<file path="config.mk">
export PLATFORM = sky130hd
export DESIGN_NAME = ddcMixer
export DESIGN_NICKNAME = d
export VERILOG_FILES = /design/src/source/ddcPkg.sv /design/src/source/ddcMixer.sv
export SDC_FILE = /design/constraint.sdc
export NUM_CORES = 2
export LEC_CHECK = 0
export BUFFER_PORTS_ARGS = -buffer_cell sky130_fd_sc_hd__buf_2
export CAP_MARGIN = 20
export CORE_UTILIZATION = 40
export CTS_CLUSTER_SIZE = 24
export DETAILED_ROUTE_END_ITERATION = 7
export SLEW_MARGIN = 20
export SYNTH_ARGS = -nofsm -noshare
export SYNTH_HDL_FRONTEND = slang
export SYNTH_SLANG_ARGS = --single-unit
</file>
<file path="constraint.sdc">
create_clock -name clk -period 24 [get_ports clk]
set_input_delay 3.6 -clock clk [delete_from_list [all_inputs] [get_ports clk]]
set_output_delay 3.6 -clock clk [all_outputs]
set_load 0.01 [all_outputs]
</file>
<file path="src/source/ddcPkg.sv">
`default_nettype none

package ddcPkg;

    // width of each I and Q sample.
    localparam int sampleWidth = 18;
    localparam int sampleMax = (1 << (sampleWidth - 1)) - 1;
    localparam int sampleMin = -(1 << (sampleWidth - 1));

    // LO table peak, half of full scale.
    localparam int loAmplitude = 65536;

    // host register map.
    localparam logic [11:0] centerFreqAddr = 12'h000;
    localparam logic [11:0] cicRateAddr = 12'h004;

    typedef struct packed {
        logic signed [sampleWidth-1:0] i;
        logic signed [sampleWidth-1:0] q;
    } complexSample;

    typedef struct packed {
        logic [3:0] exponent;
        logic [15:0] mantissa;
    } gainSetting;

    // clip a wide signed value to the sample range.
    function automatic logic signed [sampleWidth-1:0] saturate(
        input logic signed [63:0] value
    );
        if (value > sampleMax) begin
            return sampleWidth'(sampleMax);
        end
        if (value < sampleMin) begin
            return sampleWidth'(sampleMin);
        end
        return value[sampleWidth-1:0];
    endfunction

endpackage

`default_nettype wire
</file>
<file path="src/source/ddcMixer.sv">
`timescale 1ns/1ps
`default_nettype none

module ddcMixer (
    input  logic                 clk,
    input  logic                 rstN,
    input  ddcPkg::complexSample sampleIn,
    input  ddcPkg::complexSample loIn,
    input  logic                 strobeIn,
    output ddcPkg::complexSample mixOut,
    output logic                 strobeOut
);
    import ddcPkg::*;

    // LO peak is a power of two, so scaling back is a plain shift.
    localparam int loShift = $clog2(loAmplitude);

    logic signed [2*sampleWidth:0] prodI;
    logic signed [2*sampleWidth:0] prodQ;
    logic strobeDly;

    always_ff @(posedge clk) begin
        prodI <= sampleIn.i * loIn.i - sampleIn.q * loIn.q;
        prodQ <= sampleIn.i * loIn.q + sampleIn.q * loIn.i;
        mixOut.i <= saturate(prodI >>> loShift);
        mixOut.q <= saturate(prodQ >>> loShift);
    end

    always_ff @(posedge clk) begin
        if (!rstN) begin
            strobeDly <= 1'b0;
            strobeOut <= 1'b0;
        end else begin
            strobeDly <= strobeIn;
            strobeOut <= strobeDly;
        end
    end

endmodule

`default_nettype wire

</file>
# Word level (Yosys, flattened, before mapping)
# Index checks and enable logic that the tools add are counted.
dict set report word_totals {
  reg_bits 112
  latch_bits 0
  ramBits 0
  rom_bits 0
  output_inout_bits 37
  mem_count 0
}
dict set report classes {
  add_sub_neg 2
  multipliers 4
  div 0
  magnitude_cmp 4
  n_eq_ne 0
  shift 0
  muxes 14
  bitwise_logic 0
  reduce_logical 0
}
# operator count
set op_table {}
lappend op_table {{$mul A18 B18 Y36} 4}
lappend op_table {{$mux W18} 8}
lappend op_table {{$gt A21 B18 Y1 const B} 2}
lappend op_table {{$lt A21 B18 Y1 const B} 2}
lappend op_table {{$add A36 B36 Y37} 1}
lappend op_table {{$sub A36 B36 Y37} 1}
lappend op_table {{$mux W1} 6}

# Logic depth before layout (Yosys ltp)
dict set report depth {
  depth_word 5
  mapped_depth 30
  depth_no_buf 28
}

# Least setup slack after synthesis
# Ideal clock, no wire load.
dict set report synth_path {
  path_type {in2reg}
  startpoint {input sampleIn[17] in the netlist's numbering}
  endpoint {register prodI[32]}
  setup_ps 114
  t_arrival_ps 10813
  path_slack_ps 13073
  path_stages 27
  cell_sequence {clkbuf_1 -> clkbuf_1 -> nand2_1 -> inv_1 -> fa_1 -> inv_1 -> fa_1 -> inv_1 -> fa_1 -> inv_1 -> fa_1 -> fa_1 -> fa_1 -> fa_1 -> inv_1 -> fa_1 -> inv_1 -> ha_1 -> a21oi_1 -> o21bai_1 -> a2111oi_0 -> o41ai_1 -> and2_1 -> o31a_1 -> o21a_1 -> or3_1 -> nor2b_1}
}
dict set report synth_via {
  elab_chain_cells 2
}
# element line
set synth_lines {}
lappend synth_lines {{start, declared} ddcMixer.sv:7} ;# input ddcPkg::complexSample sampleIn,
lappend synth_lines {{$mul A18 B18 Y36} ddcMixer.sv:23} ;# prodI <= sampleIn.i * loIn.i - sampleIn.q * loIn.q;
lappend synth_lines {{$sub A36 B36 Y37} ddcMixer.sv:23}
lappend synth_lines {{end signal, assigned} ddcMixer.sv:23}
lappend synth_lines {{end, declared} ddcMixer.sv:18} ;# logic signed [2*sampleWidth:0] prodI;
# Every way passes these cells.
# A chain may end at the register's enable or synchronous reset.

# Final worst setup path
dict set report layout_path {
  startpoint {input sampleIn[17] in the netlist's numbering}
  endpoint {register prodI[36]}
}
# Same word-level chain as after synthesis.

==> results.ini <==
[clocking]
cts_tree=yes
htreeDepth=3
cts_resized=0
cts_root_buf=clkbuf_16
insertion_delay_ps=380
cts_buffer_depth=2
cts_setup_buffers=0
cts.clk_slew.worst_paths_ps=60
holdBufCountCts=0
cts_sinks=80
numCtsBuffers=9

[sta]
worstMarginPinSlew_ps=1030
fmax_mhz=83.4
fin_setup_tns_ps=0
finalClockSkew_ps=7.11
hold_viol_final=0
rsz0062_at_grt=no
period_needed_ps=11990
setup-violations-final=0
slew_headroom_pct=31.5
finalCritPeriodShare_pct=50.0
final_max_slew_viol_count=0

[routing]
first_iter_violations=1491
drc=16
drt_pre_antenna_iters=8
via_per_inst=4.79
detail-route-antenna-nets=0
wl_per_cell_um=17.0
via_count=32500
finalWirelength_um=116000

[layout]
final_cell_mix=inv_1 (1508), fa_1 (1468), nand2_1 (677)
final_common_cell=inv_1
layout-drive-gt1-share_pct=3.92
nets=7011
synthToLayoutAreaGrowth_pct=4.78

[synthesis]
ys_seq_elements=80
synthesis.area_mm2=0.0501
postSynthCellCount=5242
synthFlopType=dfxtp_1
syn_area_per_cell_um2=9.55
yosysSeqAreaShare_pct=3.20
syn-num-nets=7101
synthDistinctLibCells=54
synth_enable_flop_cells=0
synthTopCellsByArea=fa_1 (59%), inv_1 (11%), ha_1 (7.9%)
synth_top_area_share_pct=58.7
async_flop_share_pct=0
yosys_warnings=0
yosysTopAreaCell=fa_1

[grt]
grt_overflow=0
gr-usage-all-layers_pct=19.8
grt_max_degree=37
grt_pass1_vias=36600
grt_pass1_wl_um=196000
antenna_found_initial=3

[place]
place.port_buffers=111
gp_routability_congestion=0.815
dp_hpwl_um=89700

[floorplan]
ios=112
chipWidth_um=356
die_y_um=356
die_area_mm2=0.127
coreArea_mm2=0.124
rows=129
start_util_pct=40.4

[min_path]
holdCritPathClass=reg2reg
min_path_cells=0

[setup_path]
cp.required_ps=24270
rr_worst_depth=2
critPathSlowestCell=inv_1
cp-end-kind=flop
cp_max_fo=36
critPathArrivalTime_ps=12260
cp_common_cell=fa_1
slowest_delay_ps=690
cp-start-kind=input pin
critPathKind=in2reg

[status]
violations=DRC
status=complete, but fails checks

[job]
drv_cap=0

flip-flops by register name, indices dropped and copies added (netlist names):
name       flops
strobeOut      1
prodI         21
prodQ         21
mixOut        36
strobeDly      1
cells in the mapped netlist (all sizes together) (7+ instances only):
library cell and number:
inv 1508, fa 1468, nand2 677, and2 565, ha 316, clkbuf 274
dfxtp 80, xnor2 68, nor2 66, o21a 42, a21oi 32, nand2b 28
o21ai 16, xor2 13, a21o 10, nor3 10, nand3 7
per-layer routing:
| layer | wire [um] | vias to the layer above | GRT usage, % |
|---|---|---|---|
| met2 | 58500 | 765 | 34.0 |
| met1 | 49100 | 17300 | 27.2 |
| met4 | 2330 | 6 | 4.39 |
| li1 | - | 14300 | - |
| met5 | 34 | - | 0 |
| met3 | 5640 | 94 | 1.65 |
area by class of cell:
class | count | area (um^2)
inverters | 1509 | 5660
diodes | 4 | 10.0
clock inverters | 2 | 60.1
well taps | 1637 | 2050
clock buffers | 14 | 274
flip-flops and latches | 80 | 1600
fillers | 12300 | 71500
multi-input cells | 3377 | 41800
repair buffers | 175 | 1040
cell families after synthesis:
group,after synthesis,share of synthesized area [%]
DFF,80,3.20
adders and majority gates,1784,66.6
buffers and inverters,1785,13.4
and+or+nand+nor,1375,13.5
xor gates and xnor gates,81,1.42
AOI/OAI and AO/OA,137,1.97
per-stage QoR:
step	cell area (um^2)	worst slack [ps]	hold slack (ps)	util, %	instances
6_report	52500	12010	376	42.3	6798
5_1_grt	52500	11470	391	42.3	6794
4_1_cts	52500	11960	378	42.3	6794
3_5_place_dp	52100	11540	369	42.1	6778
3_3_place_gp	52100	11670	369	42.1	6778
2_1_floorplan	50100	13070	406	-	5242
critical path: cells and delay by family:
family / cells / cell delay (ps)
adder cells (fa/ha/maj): 9 / 4350
buffers and inverters: 5 / 1420
AO/OA/AOI/OAI: 4 / 1420
AND/OR/NAND/NOR: 6 / 1310
XOR/XNOR: 1 / 110
path summary, 6_finish.rpt:
check / from / endpoint / slack [ps]
setup / recovery: sampleIn[17] / prodI[36] / 12010
hold / removal: prodQ[36] / mixOut[17] / 380
setup reg to reg: prodI[36] / mixOut[32] / 22790
hold reg to reg: prodQ[36] / mixOut[17] / 380
Power is not shown: default switching activity piles up to over one toggle a cycle in this logic, so the estimate is an artifact.
