File: src/source/ddcPkg.sv
`default_nettype none

package ddcPkg;

    // width of each I and Q sample.
    localparam int sampleWidth = 18;
    localparam int sampleMax = (1 << (sampleWidth - 1)) - 1;
    localparam int sampleMin = -(1 << (sampleWidth - 1));

    // LO table peak, half of full scale.
    localparam int loAmplitude = 65536;

    // host register map.
    localparam logic [11:0] centerFreqAddr = 12'h000;
    localparam logic [11:0] cicRateAddr = 12'h004;

    typedef struct packed {
        logic signed [sampleWidth-1:0] i;
        logic signed [sampleWidth-1:0] q;
    } complexSample;

    typedef struct packed {
        logic [3:0] exponent;
        logic [15:0] mantissa;
    } gainSetting;

    // clip a wide signed value to the sample range.
    function automatic logic signed [sampleWidth-1:0] saturate(
        input logic signed [63:0] value
    );
        if (value > sampleMax) begin
            return sampleWidth'(sampleMax);
        end
        if (value < sampleMin) begin
            return sampleWidth'(sampleMin);
        end
        return value[sampleWidth-1:0];
    endfunction

endpackage

`default_nettype wire
File: src/source/variableGain.sv
`timescale 1ns/1ps
`default_nettype none

module variableGain (
    input  logic                 clk,
    input  logic                 rstN,
    input  ddcPkg::gainSetting   gain,
    input  ddcPkg::complexSample sampleIn,
    input  logic                 strobeIn,
    output ddcPkg::complexSample sampleOut,
    output logic                 strobeOut
);
    import ddcPkg::*;

    logic signed [16:0] mantSigned;
    logic signed [63:0] wide [2];

    assign mantSigned = $signed({1'b0, gain.mantissa});

    // mantissa is Q1.15; exponent shift goes first so no LSB is lost.
    always_comb begin
        wide[0] = ((sampleIn.i * mantSigned) <<< gain.exponent) >>> 15;
        wide[1] = ((sampleIn.q * mantSigned) <<< gain.exponent) >>> 15;
    end

    always_ff @(posedge clk) begin
        if (strobeIn) begin
            sampleOut.i <= saturate(wide[0]);
            sampleOut.q <= saturate(wide[1]);
        end
    end

    always_ff @(posedge clk) begin
        if (!rstN) begin
            strobeOut <= 1'b0;
        end else begin
            strobeOut <= strobeIn;
        end
    end

endmodule

`default_nettype wire

File: config.mk
export PLATFORM = sky130hd
export DESIGN_NAME = variableGain
export DESIGN_NICKNAME = d
export VERILOG_FILES = /design/src/source/ddcPkg.sv /design/src/source/variableGain.sv
export SDC_FILE = /design/constraint.sdc
export NUM_CORES = 2
export LEC_CHECK = 0
export BUFFER_PORTS_ARGS = -buffer_cell sky130_fd_sc_hd__buf_2
export CAP_MARGIN = 10
export CELL_PAD_IN_SITES_DETAIL_PLACEMENT = 1
export CELL_PAD_IN_SITES_GLOBAL_PLACEMENT = 1
export CORE_ASPECT_RATIO = 0.75
export CORE_MARGIN = 5
export CORE_UTILIZATION = 30
export CTS_BUF_LIST = sky130_fd_sc_hd__clkbuf_8
export DETAILED_ROUTE_END_ITERATION = 6
export GPL_ROUTABILITY_DRIVEN = 1
export GPL_TIMING_DRIVEN = 0
export MAX_ROUTING_LAYER = met4
export PLACE_DENSITY_LB_ADDON = 0.1
export REMOVE_ABC_BUFFERS = 1
export SYNTH_ARGS = -nofsm -noshare
export SYNTH_HDL_FRONTEND = slang
export SYNTH_SLANG_ARGS = --single-unit
export TNS_END_PERCENT = 1
File: constraint.sdc
create_clock -name clk -period 30.7 [get_ports clk]
set_clock_uncertainty 0.1 [all_clocks]
set_input_delay 6.14 -clock clk [delete_from_list [all_inputs] [get_ports clk]]
set_output_delay 6.14 -clock clk [all_outputs]
set_load 0.01 [all_outputs]
# [Yosys cells after proc, flatten, opt, wreduce, memory -nomap -nowiden]
# Index checks and enable logic that the tools add are counted.
# Widths: inputs -> output; s select.
[classes] multipliers=2 n_lt_le_gt_ge=4 shifts=2 muxes=18
[ops] op="$mux 18" n=8
[ops] op="$sshl 35x4->64" n=2
[ops] op="$gt 49x18->1 const B" n=2
[ops] op="$lt 49x18->1 const B" n=2
[ops] op="$mul 18x17->35" n=2
[ops] op="$mux 1" n=10
[word_totals] reg_bits=37 inputBits=59 word_cells=29

# [Longest topological paths before layout]
[depth] word_depth=9 ltp_mapped=31 depth_no_buf=27

# [Worst setup path after synthesis]
# Ideal clock, no wire load.
[synth_path] path_type="input to register" from="input port gain[3] (netlist name)" to="register sampleOut[6] (netlist name), data pin" setup_time_ns=0.277 arrival_ns=13.928 required_time_ns=30.323 slack_ns=16.395 stages=27 path_buffers=4 path_cell_list="clkbuf_1 > clkbuf_1 > nand2_1 > fa_1 > inv_1 > fa_1 > fa_1 > fa_1 > fa_1 > inv_1 > fa_1 > inv_1 > ha_1 > clkbuf_1 > a21oi_2 > o21a_1 > o211ai_1 > or3b_1 > a221oi_4 > xor2_4 > mux4_2 > a2bb2oi_1 > a22o_1 > or4b_4 > o21ai_4 > buf_6 > a21oi_1"
[synth_via] elab_chain_len=8 elab_cells_between_ends=12 cone_classes="mul (1); order compare (2); shift (1); mux (8)"
[synth_lines] element="start: declaration" line="variableGain.sv:7" text="input ddcPkg::gainSetting gain,"
[synth_lines] element="$mul 18x17->35 (*)" line="variableGain.sv:23" text="wide[1] = ((sampleIn.q * mantSigned) <<< gain.exponent) >>> 15;"
[synth_lines] element="$sshl 35x4->64 (*)" line="variableGain.sv:23"
[synth_lines] element="$lt 49x18->1" line="ddcPkg.sv:34" text="if (value < sampleMin) begin"
[synth_lines] element="$mux 1 (2 in series)" line="ddcPkg.sv:34"
[synth_lines] element="$mux 1" line="variableGain.sv:27" text="if (strobeIn) begin"
[synth_lines] element="$mux 18" line="ddcPkg.sv:37" text="return value[sampleWidth-1:0];"
[synth_lines] element="$mux 18 (*)" line="ddcPkg.sv:34"
[synth_lines] element="end: declaration" line="variableGain.sv:10" text="output ddcPkg::complexSample sampleOut,"
# Every way passes the cells marked *; elsewhere a longest branch is shown, timed or not. The select of a mux whose other input is x is not followed.
# A chain may end at the register's enable or synchronous reset.

# [Worst setup path in the final report]
[layout_path] from="input port gain[2] (netlist name)" to="register sampleOut[3] (netlist name), data pin"
# Same word-level chain as after synthesis.

==> flow_summary.json <==
{
  "status": "complete, no violations",
  "syn_area_sq_mm": 0.0280,
  "ys.flop_type": "edfxtp_1",
  "rsz0062_at_grt": "false",
  "wire_per_inst_um": 18.9,
  "cp-end-kind": "flop",
  "critPathTopFamily": "adder cells",
  "required_ps": 30620,
  "antenna_found_initial": 0,
  "stdcell_area_sq_mm": 0.0295,
  "slowest_delay_ps": 870,
  "syn_inst": 3318,
  "grt_overflow": 0,
  "row_count": 97,
  "cts-root-buf": "clkbuf_8",
  "maxCapViolations": 0,
  "dieArea_sq_mm": 0.0997,
  "layout.nets": 4069,
  "route.antenna.remaining_nets": 0,
  "clkTransAtPathRegs_ps": 80,
  "final.setup.worst_slack_ps": 15080,
  "start_kind": "primary input",
  "finalHoldViolations": 0,
  "cts_buffer_depth": 2,
  "grt_first_pass_wirelength_mm": 142,
  "n_fill_cell": 11100,
  "timing.final.crit_share_pct": 50.9,
  "cts_buffers": 5,
  "cts_hold_buf": 0,
  "grt_use_total_pct": 18.1,
  "drt-pass1-iter-count": 5,
  "cp_max_fo": 36,
  "final_core_util_pct": 31.7,
  "drc": 0,
  "hpwl_mm": 70.6,
  "relSlewSlack_pct": 19.7,
  "dr.first_iter.drc_count": 833,
  "grt_max_degree": 91,
  "drive_above_1_share_pct": 5.33,
  "vias_per_cell": 4.85,
  "final-max-slew-violation-count": 0,
  "synth-edff-count": 36,
  "synth_cell_types": 98,
  "synth-seq-cells": 37,
  "crit_slowest_cell": "a311oi_1",
  "synth.avg_cell_area_sq_um": 8.45,
  "via_count": 21800,
  "ctsResizeCount": 0,
  "dpl_worst_slack_ps": 14820,
  "tns_ps": 0,
  "worstPathCellList": "buf_2 -> nand2_1 -> fa_1 -> fa_1 -> inv_1 -> fa_1 -> fa_1 -> fa_1 -> inv_1 -> fa_1 -> inv_1 -> ha_1 -> a21oi_1 -> a21boi_0 -> a211oi_1 -> o211ai_1 -> a311oi_1 -> nor3_1 -> a211oi_1 -> o221ai_1 -> nor4b_1 -> or4b_4 -> o21ai_4 -> a21oi_1",
  "htree_levels": 2,
  "cts_tree": "built",
  "arrival_ps": 15540,
  "die_h_um": 275,
  "grt_pass1_vias": 25600,
  "critPathKind": "in2reg",
  "placed_area_sq_mm": 0.0294,
  "timing.fmax_mhz": 64.0,
  "worst-path-buf-inv": 4,
  "hp-class": "in2reg",
  "yosys_warnings": 0,
  "cts_setup_buffers": 0,
  "syn_to_final_growth_pct": 5.21,
  "dieWidth_um": 363,
  "portBuffers": 95,
  "synth-async-reset-ratio_pct": 0,
  "routed_wl_mm": 84.9,
  "place.gp.congestion": 0.833,
  "min_path_cells": 2,
  "worst_pin_slew_ps": 1170,
  "core_area_sq_mm": 0.0931,
  "clock_sinks": 37,
  "start_util_pct": 30.1,
  "finalSetupViolCount": 0,
  "crit_path_frequent_cell": "fa_1",
  "ios": 96,
  "period_needed_ps": 15620,
  "cp.depth": 24,
  "ys_seq_area_share_pct": 3.93
}
cells in the final DEF, fill, tap and decap left out, types with 13 or more instances in the layout:
cell type and count:
inv_1 761, fa_1 586, nand2_1 460, and2_1 261, ha_1 178, a21oi_1 129, nor2_1 95, o21ai_0 94
buf_2 92, mux2i_1 50, a21o_1 43, xnor2_1 42, edfxtp_1 36, o211ai_1 33, nand3_1 24, nand4_1 23
a211oi_1 22, xor2_1 22, nor3_1 20, mux2_2 20, o21a_1 13
final cells by class:
cell class	count	area [sq um]	area share, %
well taps	1237	1550	5.25
repair buffers	97	510	1.73
inverters	764	2870	9.73
clock buffers	5	68.8	0.233
flip-flops and latches	37	1100	3.73
clock inverters	3	13.8	0.0467
multi-input cells	2341	23400	79.3
diodes	2	5.00	0.0170
path summary, 6_finish.rpt:
check / start / endpoint / slack (ps)
worst max-delay path: gain[2] / sampleOut[3] / 15080
worst min-delay path: rstN / strobeOut / 5950
cells by family after synthesis:
logic type / count (synthesis) / share of synthesized area (%)
AO/OA/AOI/OAI: 494 / 12.1
adder cells (fa/ha/maj): 764 / 49.8
AND/OR/NAND/NOR: 937 / 16.0
multiplexers: 80 / 3.32
buffers and inverters: 940 / 12.7
flip-flops: 37 / 3.93
XOR/XNOR: 66 / 2.16
synthesized netlist by cell type, types with 12 or more instances:
library cell | count | share of area (%)
nand4_1 | 23 | 0.51
clkbuf_1 | 145 | 1.9
nand2_1 | 460 | 6.2
xnor2_1 | 42 | 1.3
a21oi_1 | 129 | 2.3
fa_1 | 586 | 42
o21a_1 | 13 | 0.35
ha_1 | 178 | 7.9
a211oi_1 | 22 | 0.59
a21o_1 | 43 | 1.2
buf_2 | 17 | 0.30
nor3_1 | 20 | 0.36
xor2_1 | 22 | 0.69
and2_1 | 261 | 5.8
nor2_1 | 95 | 1.3
edfxtp_1 | 36 | 3.9
buf_1 | 12 | 0.16
inv_1 | 762 | 10
o21ai_0 | 94 | 1.7
nand3_1 | 24 | 0.43
mux2i_1 | 50 | 1.8
mux2_2 | 20 | 0.80
o211ai_1 | 33 | 0.88
through the flow:
stage / hold slack (ps) / std cells
global placement: 6250 / 4474
detailed placement: 6250 / 4475
CTS: 5940 / 4483
global route: 5940 / 4484
finish: 5950 / 4486
floorplan: 6150 / 3142
layer usage:
| layer | track usage [%] | up-vias | share of wire [%] |
|---|---|---|---|
| met3 | 0.708 | 53 | 1.6 |
| met5 | - | - | 0 |
| met1 | 24.1 | 11400 | 47 |
| met4 | 1.82 | 0 | 0.98 |
| li1 | - | 10100 | - |
| met2 | 31.8 | 212 | 50 |
state kept, by name, indices dropped and copies added, names as in the netlist:
| register | flops |
|---|---|
| sampleOut | 36 |
| strobeOut | 1 |
Power is not shown: default switching activity piles up to over one toggle a cycle in this logic, so the estimate is an artifact.
