$ cat config.mk
export PLATFORM = sky130hd
export DESIGN_NAME = halfbandDecimate
export DESIGN_NICKNAME = d
export VERILOG_FILES = /design/src/source/ddcPkg.sv /design/src/source/halfbandDecimate.sv
export SDC_FILE = /design/constraint.sdc
export NUM_CORES = 1
export LEC_CHECK = 0
export ABC_AREA = 1
export BUFFER_PORTS_ARGS = -buffer_cell sky130_fd_sc_hd__buf_2
export CAP_MARGIN = 20
export CORE_UTILIZATION = 47
export DETAILED_ROUTE_END_ITERATION = 8
export PLACE_DENSITY = 0.74
export SLEW_MARGIN = 20
export SYNTH_ARGS = -nofsm -noshare
export SYNTH_HDL_FRONTEND = slang
export SYNTH_SLANG_ARGS = --single-unit
$ cat constraint.sdc
create_clock -name clk -period 6.05 [get_ports clk]
set_input_delay 1.21 -clock clk [delete_from_list [all_inputs] [get_ports clk]]
set_output_delay 1.21 -clock clk [all_outputs]
set_load 0.05 [all_outputs]
$ cat src/source/ddcPkg.sv
`default_nettype none

package ddcPkg;

    // width of each I and Q sample.
    localparam int sampleWidth = 18;
    localparam int sampleMax = (1 << (sampleWidth - 1)) - 1;
    localparam int sampleMin = -(1 << (sampleWidth - 1));

    // LO table peak, half of full scale.
    localparam int loAmplitude = 65536;

    // host register map.
    localparam logic [11:0] centerFreqAddr = 12'h000;
    localparam logic [11:0] cicRateAddr = 12'h004;

    typedef struct packed {
        logic signed [sampleWidth-1:0] i;
        logic signed [sampleWidth-1:0] q;
    } complexSample;

    typedef struct packed {
        logic [3:0] exponent;
        logic [15:0] mantissa;
    } gainSetting;

    // clip a wide signed value to the sample range.
    function automatic logic signed [sampleWidth-1:0] saturate(
        input logic signed [63:0] value
    );
        if (value > sampleMax) begin
            return sampleWidth'(sampleMax);
        end
        if (value < sampleMin) begin
            return sampleWidth'(sampleMin);
        end
        return value[sampleWidth-1:0];
    endfunction

endpackage

`default_nettype wire
$ cat src/source/halfbandDecimate.sv
`timescale 1ns/1ps
`default_nettype none

module halfbandDecimate (
    input  logic                 clk,
    input  logic                 rstN,
    input  ddcPkg::complexSample sampleIn,
    input  logic                 strobeIn,
    output ddcPkg::complexSample sampleOut,
    output logic                 strobeOut
);
    import ddcPkg::*;

    logic signed [sampleWidth-1:0] dly [2][6];
    logic signed [sampleWidth-1:0] tap [2][7];
    logic signed [sampleWidth+7:0] acc [2];
    logic phase;

    always_comb begin
        tap[0][0] = sampleIn.i;
        tap[1][0] = sampleIn.q;
        for (int r = 0; r < 2; r++) begin
            for (int k = 1; k < 7; k++) begin
                tap[r][k] = dly[r][k-1];
            end
            // coefficients -2 0 18 32 18 0 -2, zero taps left out.
            acc[r] = 32 * tap[r][3] + 18 * (tap[r][2] + tap[r][4])
                   - 2 * (tap[r][0] + tap[r][6]);
        end
    end

    always_ff @(posedge clk) begin
        if (!rstN) begin
            for (int r = 0; r < 2; r++) begin
                for (int k = 0; k < 6; k++) begin
                    dly[r][k] <= '0;
                end
            end
            phase <= 1'b0;
            strobeOut <= 1'b0;
        end else begin
            strobeOut <= strobeIn && phase;
            if (strobeIn) begin
                phase <= ~phase;
                for (int r = 0; r < 2; r++) begin
                    for (int k = 0; k < 6; k++) begin
                        dly[r][k] <= tap[r][k];
                    end
                end
            end
        end
    end

    // taps sum to 64.
    always_ff @(posedge clk) begin
        if (strobeIn && phase) begin
            sampleOut.i <= saturate(acc[0] >>> 6);
            sampleOut.q <= saturate(acc[1] >>> 6);
        end
    end

endmodule

`default_nettype wire

---- Yosys cells after proc, flatten, opt, wreduce, memory -nomap -nowiden ----
Memories as Yosys holds them, arrays and structs flattened.
Cells that the tools add are included.
operators by class
  bitwise operators ....................... 13
  multiplexer cells ....................... 34
  add/subtract/negate cells ............... 8
  magnitude comparators ................... 4
  reductions and logical operators ........ 1
  $mul .................................... 2
operators with widths
  operator                                                                 count
  18-bit 2-to-1 mux                                                        20
  18-bit by 18-bit adder with 19-bit output                                4
  23-bit by 25-bit adder with 26-bit output                                2
  26-bit by 20-bit subtractor with 26-bit output                           2
  5-bit by 19-bit multiplier with 24-bit output (first input constant)     2
  20-bit by 18-bit > comparator with 1-bit output (second input constant)  2
  20-bit by 18-bit < comparator with 1-bit output (second input constant)  2
  1-bit 2-to-1 mux                                                         14
  1-bit OR                                                                 12
  1-bit logical AND                                                        1
  1-bit NOT                                                                1
storage, ports and cells
  flip-flop bits (word level) ............. 38
  bits in writable memories ............... 216
  output and inout port bits .............. 37
  logic and storage cells ................. 67
  memories ................................ 1
memories
  memory  depth  width  read ports  clocked after memory_dff  write ports  RTL line                source
  dly     2      108    2           0                         2            halfbandDecimate.sv:14  logic signed [sampleWidth-1:0] dly [2][6];

---- Depth between registers and ports, before layout ----
An unclocked memory read counts as a cell.
  depth after elaboration ................. 12
  gate-level depth with buffers ........... 38

---- Worst setup path after synthesis ----
No wires, ideal clock.
  kind .................................... register to register
  from .................................... memory dly[0][36] in the netlist's numbering
  to ...................................... register sampleOut[25] in the netlist's numbering (data pin)
  clock period less this slack ............ 5.356 ns
  required time ........................... 5.798 ns
  library setup time ...................... 0.252 ns
  arrival time ............................ 5.103 ns
  cell stages (with the launch flop) ...... 33
  buffers on the path ..................... 1
  slack ................................... 0.694 ns
  path through ............................ edfxtp_1 > ha_1 > fa_1 > nand3_1 > and2_1 > xnor2_1 > ha_1 > ha_1 > inv_1 > fa_1 > inv_1 > nand2_1 > o21ai_0 > nand2_1 > nand2_1 > nand3_1 > nand2_1 > nand2_1 > nand2_1 > xnor2_1 > fa_1 > inv_1 > ha_1 > nand2_1 > nor2_1 > nand2_1 > nor2_1 > nand2_1 > nand4_1 > nand2_2 > o21ai_4 > buf_6 > nand2_1
RTL lines
  element             RTL line                source
  start: declaration  halfbandDecimate.sv:14
  end: declaration    halfbandDecimate.sv:9   output ddcPkg::complexSample sampleOut,

==> impl_metrics.ini <==
[synthesis]
netlist_area_mm2 = 0.0201
avgSynthCellArea_um2 = 7.88
synth_cells = 2554
syn_nets = 2827
yosys_warnings = 0
synth-seq-cells = 254
yosysTopAreaCell = edfxtp_1
synth_area_leaders = edfxtp_1 38%, ha_1 12%, nand2_1 11%
synth_top_area_share_pct = 37.6
synth_cell_types = 42
ys_seq_area_share_pct = 37.8

[die]
die_h_um = 209
die_area_mm2 = 0.0436
initial_core_util_pct = 47.8
num_rows = 75
io_pins = 76
core_area_mm2 = 0.0421
die_w_um = 209

[setup_path]
crit_end = sampleOut[2]$_SDFFCE_PN1P_
reg2reg_slack_ps = 330
slowest_stage = fa_1
worstPathRequired_ps = 6380
critPathMostFrequentCell = nand2_1
path_max_fanout = 17
cpPeakStageDelay_ps = 520
path_class = reg2reg
timing.rr.end = sampleOut[2]$_SDFFCE_PN1P_
start_kind = flip-flop
endpoint_kind = flip-flop
r2r_cells = 31
cp.arrival_ps = 6050
crit_path_start = dly[1][36]$_SDFFCE_PN0P_
reg2reg_from = dly[1][36]$_SDFFCE_PN0P_

[sta]
hold-worst-slack_ps = 462
rsz0062_at_grt = false
min_period_ps = 5720
finClkSkew_ps = 28.2
worstMarginPinSlew_ps = 887
setup_ws_ps = 331
setup_viol = 0
final-max-slew-violation-count = 0
slew_headroom_pct = 40.8
max_freq_ghz = 0.175
fin_crit_sh_pct = 94.5
setup_tns_ps = 0
hold_viol = 0

[drt]
avgViaCountPerCell = 5.15
drc = 0
drtIter0Drc = 1420
drt_wl_total_um = 50500
drtAntennaViolNets = 0
vias = 16546
dr.pass1.iters = 6
wire_per_inst_um = 15.7

[power_and_ir_drop]
combinationalPowerShare_pct = 63.0
total_power_mw = 11.0
switching_share_pct = 48.7
p_sw_mw = 5.36
p_seq_share_pct = 22.0
internal_power_mw = 5.64
clkPwrFrac_pct = 15.0
leakagePower_nw = 11.3
vdd_drop_max_mv = 0.340
powerDensity_mw_per_mm2 = 488

[clock_tree]
cts_buffers = 29
cts_root_buf = clkbuf_16
clkTransAtPathRegs_ps = 70
cts_sinks = 254
htree_num_levels = 1
cts_tree = yes
clock_path_buffers = 3
insertion_delay_ps = 580

[cells_and_area]
mostFrequentLayoutCell = nand2_1
final_cell_mix = 561 x nand2_1, 518 x inv_1, 355 x nor2_1, 252 x edfxtp_1, 161 x ha_1
n_fill_cell = 3866
layout.nets = 2929
area_growth_pct = 12.0
finish.utilization_pct = 53.5
stdcell_count = 3215
final_cell_area_mm2 = 0.0225
diodes = 0
layout-drive-gt1-share_pct = 9.57

[placed_design]
hpwl_um = 40200
dpl.cell_count = 3163
routabilityCongestion = 0.940
post_dp_cell_area_mm2 = 0.0213
io_buffers = 75
dp_worst_setup_slack_ps = -115

[grt]
grt_max_degree = 202
overflow = 0
first_global_vias = 15544
grt_pass1_wl_um = 79400
groute.usage.overall_pct = 22.8
antenna_found_initial = 0

[min_path]
hold_class = reg2reg

[status]
status = finished clean

[job]
cap_violations = 0
==> registers in the layout, summed over array words and instances (netlist names) <==
| signal | cells |
|---|---|
| dly | 216 |
| sampleOut | 36 |
| strobeOut | 1 |
| phase | 1 |
==> routing by layer <==
metal | up-vias | part of all wire [%] | global-route usage, % | routed length (µm)
li1 | 8335 | - | - | -
met1 | 7615 | 49 | 34.4 | 24900
met2 | 515 | 42 | 34.3 | 21200
met3 | 81 | 6.6 | 3.34 | 3340
met4 | 0 | 2.0 | 4.92 | 1020
met5 | - | 0 | 0 | 0
==> worst min-delay path by stage <==
stage	start	to	slack, ps	cells after the start
global placement	phase$_SDFFE_PN0P_	strobeOut$_SDFF_PN0_	440	2
floorplan	phase$_SDFFE_PN0P_	strobeOut$_SDFF_PN0_	430	2
global route	phase$_SDFFE_PN0P_	strobeOut$_SDFF_PN0_	510	2
finish	phase$_SDFFE_PN0P_	strobeOut$_SDFF_PN0_	460	2
detailed placement	phase$_SDFFE_PN0P_	strobeOut$_SDFF_PN0_	450	2
CTS	phase$_SDFFE_PN0P_	strobeOut$_SDFF_PN0_	460	2
==> critical path, delay by kind of cell, from the launching register on <==
kind,cells,cell delay [ps]
DFF,1,410
xor gates and xnor gates,2,320
adders and majority gates,7,2420
AOI/OAI and AO/OA,4,640
buffers and inverters,5,500
and+or+nand+nor,13,1130
==> Yosys cell counts (all sizes together) <==
library cell / instances
a211oi: 2
a21boi: 4
a21o: 16
a21oi: 148
a22oi: 2
a31o: 1
a31oi: 9
and2: 5
buf: 8
clkbuf: 19
dfxtp: 2
edfxtp: 252
fa: 46
ha: 188
inv: 521
nand2: 586
nand3: 88
nand3b: 6
nand4: 37
nor2: 374
nor3: 20
nor3b: 1
nor4: 6
o2111ai: 2
o21a: 6
o21ai: 68
o21bai: 14
o22ai: 2
o31ai: 3
or2: 3
xnor2: 44
xor2: 71
==> power groups by stage <==
stage	logic, mW	clock network (mW)	registers (mW)
after floorplan	4.72	0	2.79
after global placement	6.53	0	2.45
after detailed placement	6.63	0	2.46
after CTS	6.67	1.68	2.42
after global routing	7.76	1.75	2.43
final	6.93	1.66	2.42
==> timing repair <==
item,CTS,global route
resized for setup,5,88
buffers inserted,0,1
hold endpoints to repair,0,0
hold buffers,0,0
setup endpoints to repair,17,36
pin swaps,0,4
==> cell families (layout without fill, tap and decap cells) <==
group                      after synthesis  after routing  synth area share [%]
AOI/OAI and AO/OA                      277            277                  7.75
and+or+nand+nor                       1126           1126                  22.8
xor gates and xnor gates               115            115                  5.00
adders and majority gates              234            234                  16.3
DFF                                    254            254                  37.8
buffers and inverters                  548            670                  10.4
==> cell type report <==
class / count / area, µm² / area share, %
Clock buffer: 33 / 741 / 3.29
Clock inverter: 18 / 136 / 0.605
Inverter: 521 / 1960 / 8.68
Multi-Input combinational cell: 1752 / 10800 / 48.0
Sequential cell: 254 / 7610 / 33.7
Tap cell: 539 / 674 / 2.99
Timing Repair Buffer: 98 / 598 / 2.65
(Power assumes the default switching activity.)
