## src/source/ddcPkg.sv

```systemverilog
`default_nettype none

package ddcPkg;

    // width of each I and Q sample.
    localparam int sampleWidth = 18;
    localparam int sampleMax = (1 << (sampleWidth - 1)) - 1;
    localparam int sampleMin = -(1 << (sampleWidth - 1));

    // LO table peak, half of full scale.
    localparam int loAmplitude = 65536;

    // host register map.
    localparam logic [11:0] centerFreqAddr = 12'h000;
    localparam logic [11:0] cicRateAddr = 12'h004;

    typedef struct packed {
        logic signed [sampleWidth-1:0] i;
        logic signed [sampleWidth-1:0] q;
    } complexSample;

    typedef struct packed {
        logic [3:0] exponent;
        logic [15:0] mantissa;
    } gainSetting;

    // clip a wide signed value to the sample range.
    function automatic logic signed [sampleWidth-1:0] saturate(
        input logic signed [63:0] value
    );
        if (value > sampleMax) begin
            return sampleWidth'(sampleMax);
        end
        if (value < sampleMin) begin
            return sampleWidth'(sampleMin);
        end
        return value[sampleWidth-1:0];
    endfunction

endpackage

`default_nettype wire
```

## src/source/cicDecimator.sv

```systemverilog
`timescale 1ns/1ps
`default_nettype none

module cicDecimator #(
    parameter int cicMaxRateLog2 = 4
) (
    input  logic                                  clk,
    input  logic                                  rstN,
    input  logic [$clog2(cicMaxRateLog2 + 1)-1:0] rateLog2,
    input  ddcPkg::complexSample                  sampleIn,
    input  logic                                  strobeIn,
    output ddcPkg::complexSample                  sampleOut,
    output logic                                  strobeOut
);
    import ddcPkg::*;

    // two stages grow by rate squared.
    localparam int accWidth = sampleWidth + 2 * cicMaxRateLog2;

    logic signed [accWidth-1:0] railIn [2];
    logic signed [accWidth-1:0] int1 [2];
    logic signed [accWidth-1:0] int2 [2];
    logic signed [accWidth-1:0] int1Next [2];
    logic signed [accWidth-1:0] int2Next [2];
    logic signed [accWidth-1:0] comb1Dly [2];
    logic signed [accWidth-1:0] comb2Dly [2];
    logic signed [accWidth-1:0] comb1 [2];
    logic signed [accWidth-1:0] comb2 [2];
    logic signed [accWidth-1:0] scaled [2];
    logic [cicMaxRateLog2-1:0] decCount;
    logic lastStrobe;

    assign lastStrobe = (decCount >= cicMaxRateLog2'((1 << rateLog2) - 1));

    always_comb begin
        railIn[0] = accWidth'(sampleIn.i);
        railIn[1] = accWidth'(sampleIn.q);
        for (int r = 0; r < 2; r++) begin
            int1Next[r] = int1[r] + railIn[r];
            int2Next[r] = int2[r] + int1[r];
            comb1[r] = int2Next[r] - comb1Dly[r];
            comb2[r] = comb1[r] - comb2Dly[r];
            // divide by rate squared for unity DC gain.
            scaled[r] = comb2[r] >>> (2 * rateLog2);
        end
    end

    always_ff @(posedge clk) begin
        if (!rstN) begin
            for (int r = 0; r < 2; r++) begin
                int1[r] <= '0;
                int2[r] <= '0;
                comb1Dly[r] <= '0;
                comb2Dly[r] <= '0;
            end
            decCount <= '0;
            strobeOut <= 1'b0;
        end else begin
            strobeOut <= strobeIn && lastStrobe;
            if (strobeIn) begin
                decCount <= lastStrobe ? '0 : decCount + 1'b1;
                for (int r = 0; r < 2; r++) begin
                    int1[r] <= int1Next[r];
                    int2[r] <= int2Next[r];
                    if (lastStrobe) begin
                        comb1Dly[r] <= int2Next[r];
                        comb2Dly[r] <= comb1[r];
                    end
                end
            end
        end
    end

    always_ff @(posedge clk) begin
        if (strobeIn && lastStrobe) begin
            sampleOut.i <= scaled[0][sampleWidth-1:0];
            sampleOut.q <= scaled[1][sampleWidth-1:0];
        end
    end

endmodule

`default_nettype wire

```

## config.mk

```make
export PLATFORM = sky130hd
export DESIGN_NAME = cicDecimator
export DESIGN_NICKNAME = d
export VERILOG_FILES = /design/src/source/ddcPkg.sv /design/src/source/cicDecimator.sv
export SDC_FILE = /design/constraint.sdc
export NUM_CORES = 1
export LEC_CHECK = 0
export BUFFER_PORTS_ARGS = -buffer_cell sky130_fd_sc_hd__buf_2
export CAP_MARGIN = 20
export CORE_MARGIN = 2
export CORE_UTILIZATION = 30
export DETAILED_ROUTE_END_ITERATION = 7
export PLACE_DENSITY = 0.43
export SETUP_SLACK_MARGIN = 0.1
export SYNTH_ARGS = -nofsm -noshare
export SYNTH_HDL_FRONTEND = slang
export SYNTH_SLANG_ARGS = --single-unit
```

## constraint.sdc

```tcl
create_clock -name clk -period 15.9 [get_ports clk]
set_input_delay 0.795 -clock clk [delete_from_list [all_inputs] [get_ports clk]]
set_output_delay 0.795 -clock clk [all_outputs]
set_load 0.03 [all_outputs]
```

* Word level (Yosys, flattened, before mapping)
Memories as Yosys holds them, arrays and structs flattened.
Cells that the tools add are included.
** Cells by class
- Bitwise gates (word level) :: 8
- Shift operators :: 3
- Order comparisons :: 1
- Add/sub/neg operators :: 10
- Multiplexer cells :: 17
- Reduce and logical (&&, ||, !) cells :: 1
** Operators by type and width (count)
- $mux 26 :: 8
- $sub 26x26->26 :: 4
- $add 26x18->26 :: 2
- $add 26x26->26 :: 2
- $sshr 26x4->18 :: 2
- $mux 1 :: 8
- $or 1x1->1 :: 8
- $add 4x1->4 const B :: 1
- $ge 4x4->1 :: 1
- $mux 4 :: 1
- $shl 1x3->4 const A :: 1
- $sub 4x2->4 const B :: 1
- $logic_and 1x1->1 :: 1
** Word-level totals
- Word-level logic and storage cells :: 48
- Memories :: 4
- Input port bits :: 42
- Bits in writable memories :: 208
- Register bits :: 41
- Output and inout bits :: 37
** Memory list
- comb1Dly :: depth 2, width 26, read ports 2, clocked after Yosys merged registers in 0, write ports 2, line cicDecimator.sv:25 : logic signed [accWidth-1:0] comb1Dly [2];
- comb2Dly :: depth 2, width 26, read ports 2, clocked after Yosys merged registers in 0, write ports 2, line cicDecimator.sv:26 : logic signed [accWidth-1:0] comb2Dly [2];
- int1 :: depth 2, width 26, read ports 2, clocked after Yosys merged registers in 0, write ports 2, line cicDecimator.sv:21 : logic signed [accWidth-1:0] int1 [2];
- int2 :: depth 2, width 26, read ports 2, clocked after Yosys merged registers in 0, write ports 2, line cicDecimator.sv:22 : logic signed [accWidth-1:0] int2 [2];

* Logic depth before layout (Yosys ltp)
- Word-level depth :: 8
- Mapped depth :: 36
- Mapped depth without buffers :: 35

* Least setup slack after synthesis
OpenSTA, ideal clock, no wires.
- Kind :: input to register
- Start point :: in rateLog2[0]
- End point :: mem comb1Dly[0][0] in the netlist's numbering (enable)
- Required time :: 15.418 ns
- Path slack :: 8.911 ns
- Library setup time :: 0.482 ns
- Buffers on the path :: 4
- Stages on the path :: 12
- Arrival time :: 6.506 ns
- Cell sequence :: clkbuf_1 > clkbuf_1 > clkbuf_1 > clkbuf_1 > nand3_1 > ha_1 > ha_1 > a21o_1 > a21o_1 > a21o_1 > and2_1 > nand2b_1
** RTL lines
- start, declared :: line cicDecimator.sv:9 : input logic [$clog2(cicMaxRateLog2 + 1)-1:0] rateLog2,
- end, declared :: line cicDecimator.sv:25

==> results.sh <==
export IMPL_wl_met2_mm=19.7
export IMPL_leakage_nw=10.0
export IMPL_cp_end_kind="register"
export IMPL_ys_seq_elements=249
export IMPL_slew_viol_final=0
export IMPL_clk_pin_slew_ps=50
export IMPL_cts_buffer_depth=3
export IMPL_cts_htree_levels=2
export IMPL_cts_setup_buffers=0
export IMPL_place_gp_congestion=0.851
export IMPL_die_h_um=264
export IMPL_crit_path_max_fanout=14
export IMPL_syn_area_mm2=0.0203
export IMPL_antenna_cells=0
export IMPL_antenna_found_initial=0
export IMPL_cts_root_buf="clkbuf_16"
export IMPL_overflow=0
export IMPL_hold_buffers=0
export IMPL_nNetsFinal=2527
export IMPL_period_share_pct=44.7
export IMPL_io_buffer_count=78
export IMPL_via_per_inst=4.90
export IMPL_pin_count=79
export IMPL_crit_top_cell="a21oi_1"
export IMPL_firstDrtPassIters=5
export IMPL_power_density_mw_per_mm2=194
export IMPL_finClkSkew_ps=15.7
export IMPL_synth_commonest_cells="nor2_1 (279), edfxtp_1 (244), inv_1 (208)"
export IMPL_yosysTopAreaCell="edfxtp_1"
export IMPL_fmax_ghz=0.141
export IMPL_ir_drop_mv=0.101
export IMPL_grt_first_pass_wirelength_mm=80.2
export IMPL_relSlewSlack_pct=31.2
export IMPL_synth_edf_count=244
export IMPL_wl_met1_mm=26.2
export IMPL_worst_endpoint_arrival_ps=7460
export IMPL_dieArea_mm2=0.0698
export IMPL_setup_violations=0
export IMPL_yosys_warnings=0
export IMPL_wl_per_cell_um=15.3
export IMPL_grt_total_usage_pct=14.0
export IMPL_synth_cells=2213
export IMPL_clk_latency_ps=550
export IMPL_placed_cell_area_mm2=0.0216
export IMPL_worstSetupPathType="register to register"
export IMPL_synthArstFlopShare_pct=0
export IMPL_rsz0062_at_grt="false"
export IMPL_netlist_top_cells_area="edfxtp_1 (36%), ha_1 (13%), nor2_1 (5.2%), a21oi_1 (4.5%), xnor2_1 (4.0%)"
export IMPL_synth_distinct_cells=77
export IMPL_max_stage_delay_ps=460
export IMPL_cp_data_required_time_ps=16250
export IMPL_cts_buffers_inserted=34
export IMPL_drive_gt1_share_pct=8.10
export IMPL_timing_final_crit_period_ps=7100
export IMPL_drt_iter0_drc=791
export IMPL_max_cap_violations=0
export IMPL_rows=95
export IMPL_setup_tns_ps=0
export IMPL_hp_class="register to register"
export IMPL_die_width_um=264
export IMPL_core_area_mm2=0.0670
export IMPL_syn_num_nets=2469
export IMPL_start_util_pct=30.3
export IMPL_post_dp_hpwl_mm=36.5
export IMPL_drc=0
export IMPL_met3RoutedLength_mm=1.68
export IMPL_grt_max_degree=81
export IMPL_cts_resized=0
export IMPL_detail_route_antenna_nets=0
export IMPL_cts_tree="done"
export IMPL_numClockSinks=249
export IMPL_synth_area_per_cell_um2=9.17
export IMPL_outcome="finished clean"
export IMPL_via_count=15532
export IMPL_yosysTopAreaCellShare_pct=36.1
export IMPL_max_slew_worst_pin_slew_ps=1030
export IMPL_routed_top_layer="met4"
export IMPL_routed_wl_mm=48.5
export IMPL_crit_slowest_cell="xor3_1"
export IMPL_synth_most_common_cell="nor2_1"
export IMPL_synthFlopType="edfxtp_1"
export IMPL_grt_pass1_vias=15252
export IMPL_fin_area_mm2=0.0229
export IMPL_area_growth_pct=12.6
export IMPL_cp_start_kind="register"
export IMPL_synth_seq_area_share_pct=36.6
export IMPL_hold_viol=0
registers in the layout (all words and copies together), names as in the netlist:
| signal | flops |
|---|---|
| comb1Dly | 52 |
| comb2Dly | 52 |
| int1 | 52 |
| int2 | 52 |
| sampleOut | 36 |
| decCount | 4 |
| strobeOut | 1 |
layer usage:
metal | vias up | track usage, %
met2 | 225 | 20.7
met3 | 62 | 2.09
met5 | - | 0
met1 | 7173 | 20.8
li1 | 8072 | -
met4 | 0 | 4.16
metrics by stage:
| stage | total power [mW] | hold slack, ps | cells | worst slack (ps) | util, % |
|---|---|---|---|---|---|
| finish | 4.44 | 524 | 3168 | 8800 | 34.1 |
| detailed placement | 3.60 | 515 | 3108 | 8870 | 32.3 |
| global placement | 3.59 | 509 | 3108 | 9010 | 32.3 |
| global route | 4.85 | 574 | 3168 | 7980 | 34.1 |
| floorplan | 2.97 | 485 | 2213 | 8910 | - |
| CTS | 4.48 | 529 | 3168 | 8790 | 34.1 |
layout by cell type, fill, tap and decap left out, types with 25 or more instances in the layout:
master	synthesis	routed
nor2_1	279	279
edfxtp_1	244	244
inv_1	208	208
ha_1	206	206
a21oi_1	182	182
nand2_1	115	114
o21ai_0	100	100
xnor2_1	93	93
a21o_1	91	91
xor2_1	84	84
buf_2	0	78
and2_1	59	58
o21a_1	35	35
clkbuf_16	0	34
nand3_1	34	33
mux2i_1	32	32
nor3_1	27	27
nor2b_1	27	27
nand2b_1	27	25
and3_1	25	25
power by group:
part           leakage [nW]  internal, mW  total, mW  switching [mW]
combinational          6.88          1.12       2.75            1.63
sequential             2.59         0.819      0.844          0.0251
clock                 0.584         0.530      0.846           0.316
critical path, delay by kind of cell (launching register included):
kind / cells / cell delay [ps]
flops: 1 / 390
compound gates: 16 / 3230
fa+ha+maj: 4 / 1200
simple gates: 6 / 910
buf+inv: 3 / 240
xor+xnor: 3 / 920
path summary, 6_finish.rpt:
| path | startpoint | endpoint | slack (ps) | depth (start not counted) |
|---|---|---|---|---|
| max | int1[0][0] | sampleOut[29] | 8800 | 32 |
| min | decCount[3] | decCount[3] | 520 | 2 |
| min reg2reg | decCount[3] | decCount[3] | 520 | 2 |
| max reg2reg | int1[0][0] | sampleOut[29] | 8800 | 32 |
layout make-up:
class                   instances  area (um^2)
repair buffers                 88          465
multi-input cells            1690        11900
inverters                     208          781
flip-flops and latches        249         7430
clock buffers                  38          876
fillers                      6972        44200
well taps                     873         1090
clock inverters                22          348
cells by family after synthesis:
| group | after synthesis | synth area share (%) |
|---|---|---|
| and+or+nand+nor | 653 | 15.1 |
| AOI/OAI and AO/OA | 597 | 19.1 |
| buffers and inverters | 274 | 5.07 |
| DFF | 249 | 36.6 |
| adders and majority gates | 214 | 13.5 |
| xor gates and xnor gates | 180 | 7.98 |
| muxes | 46 | 2.63 |
(Power assumes the default switching activity.)
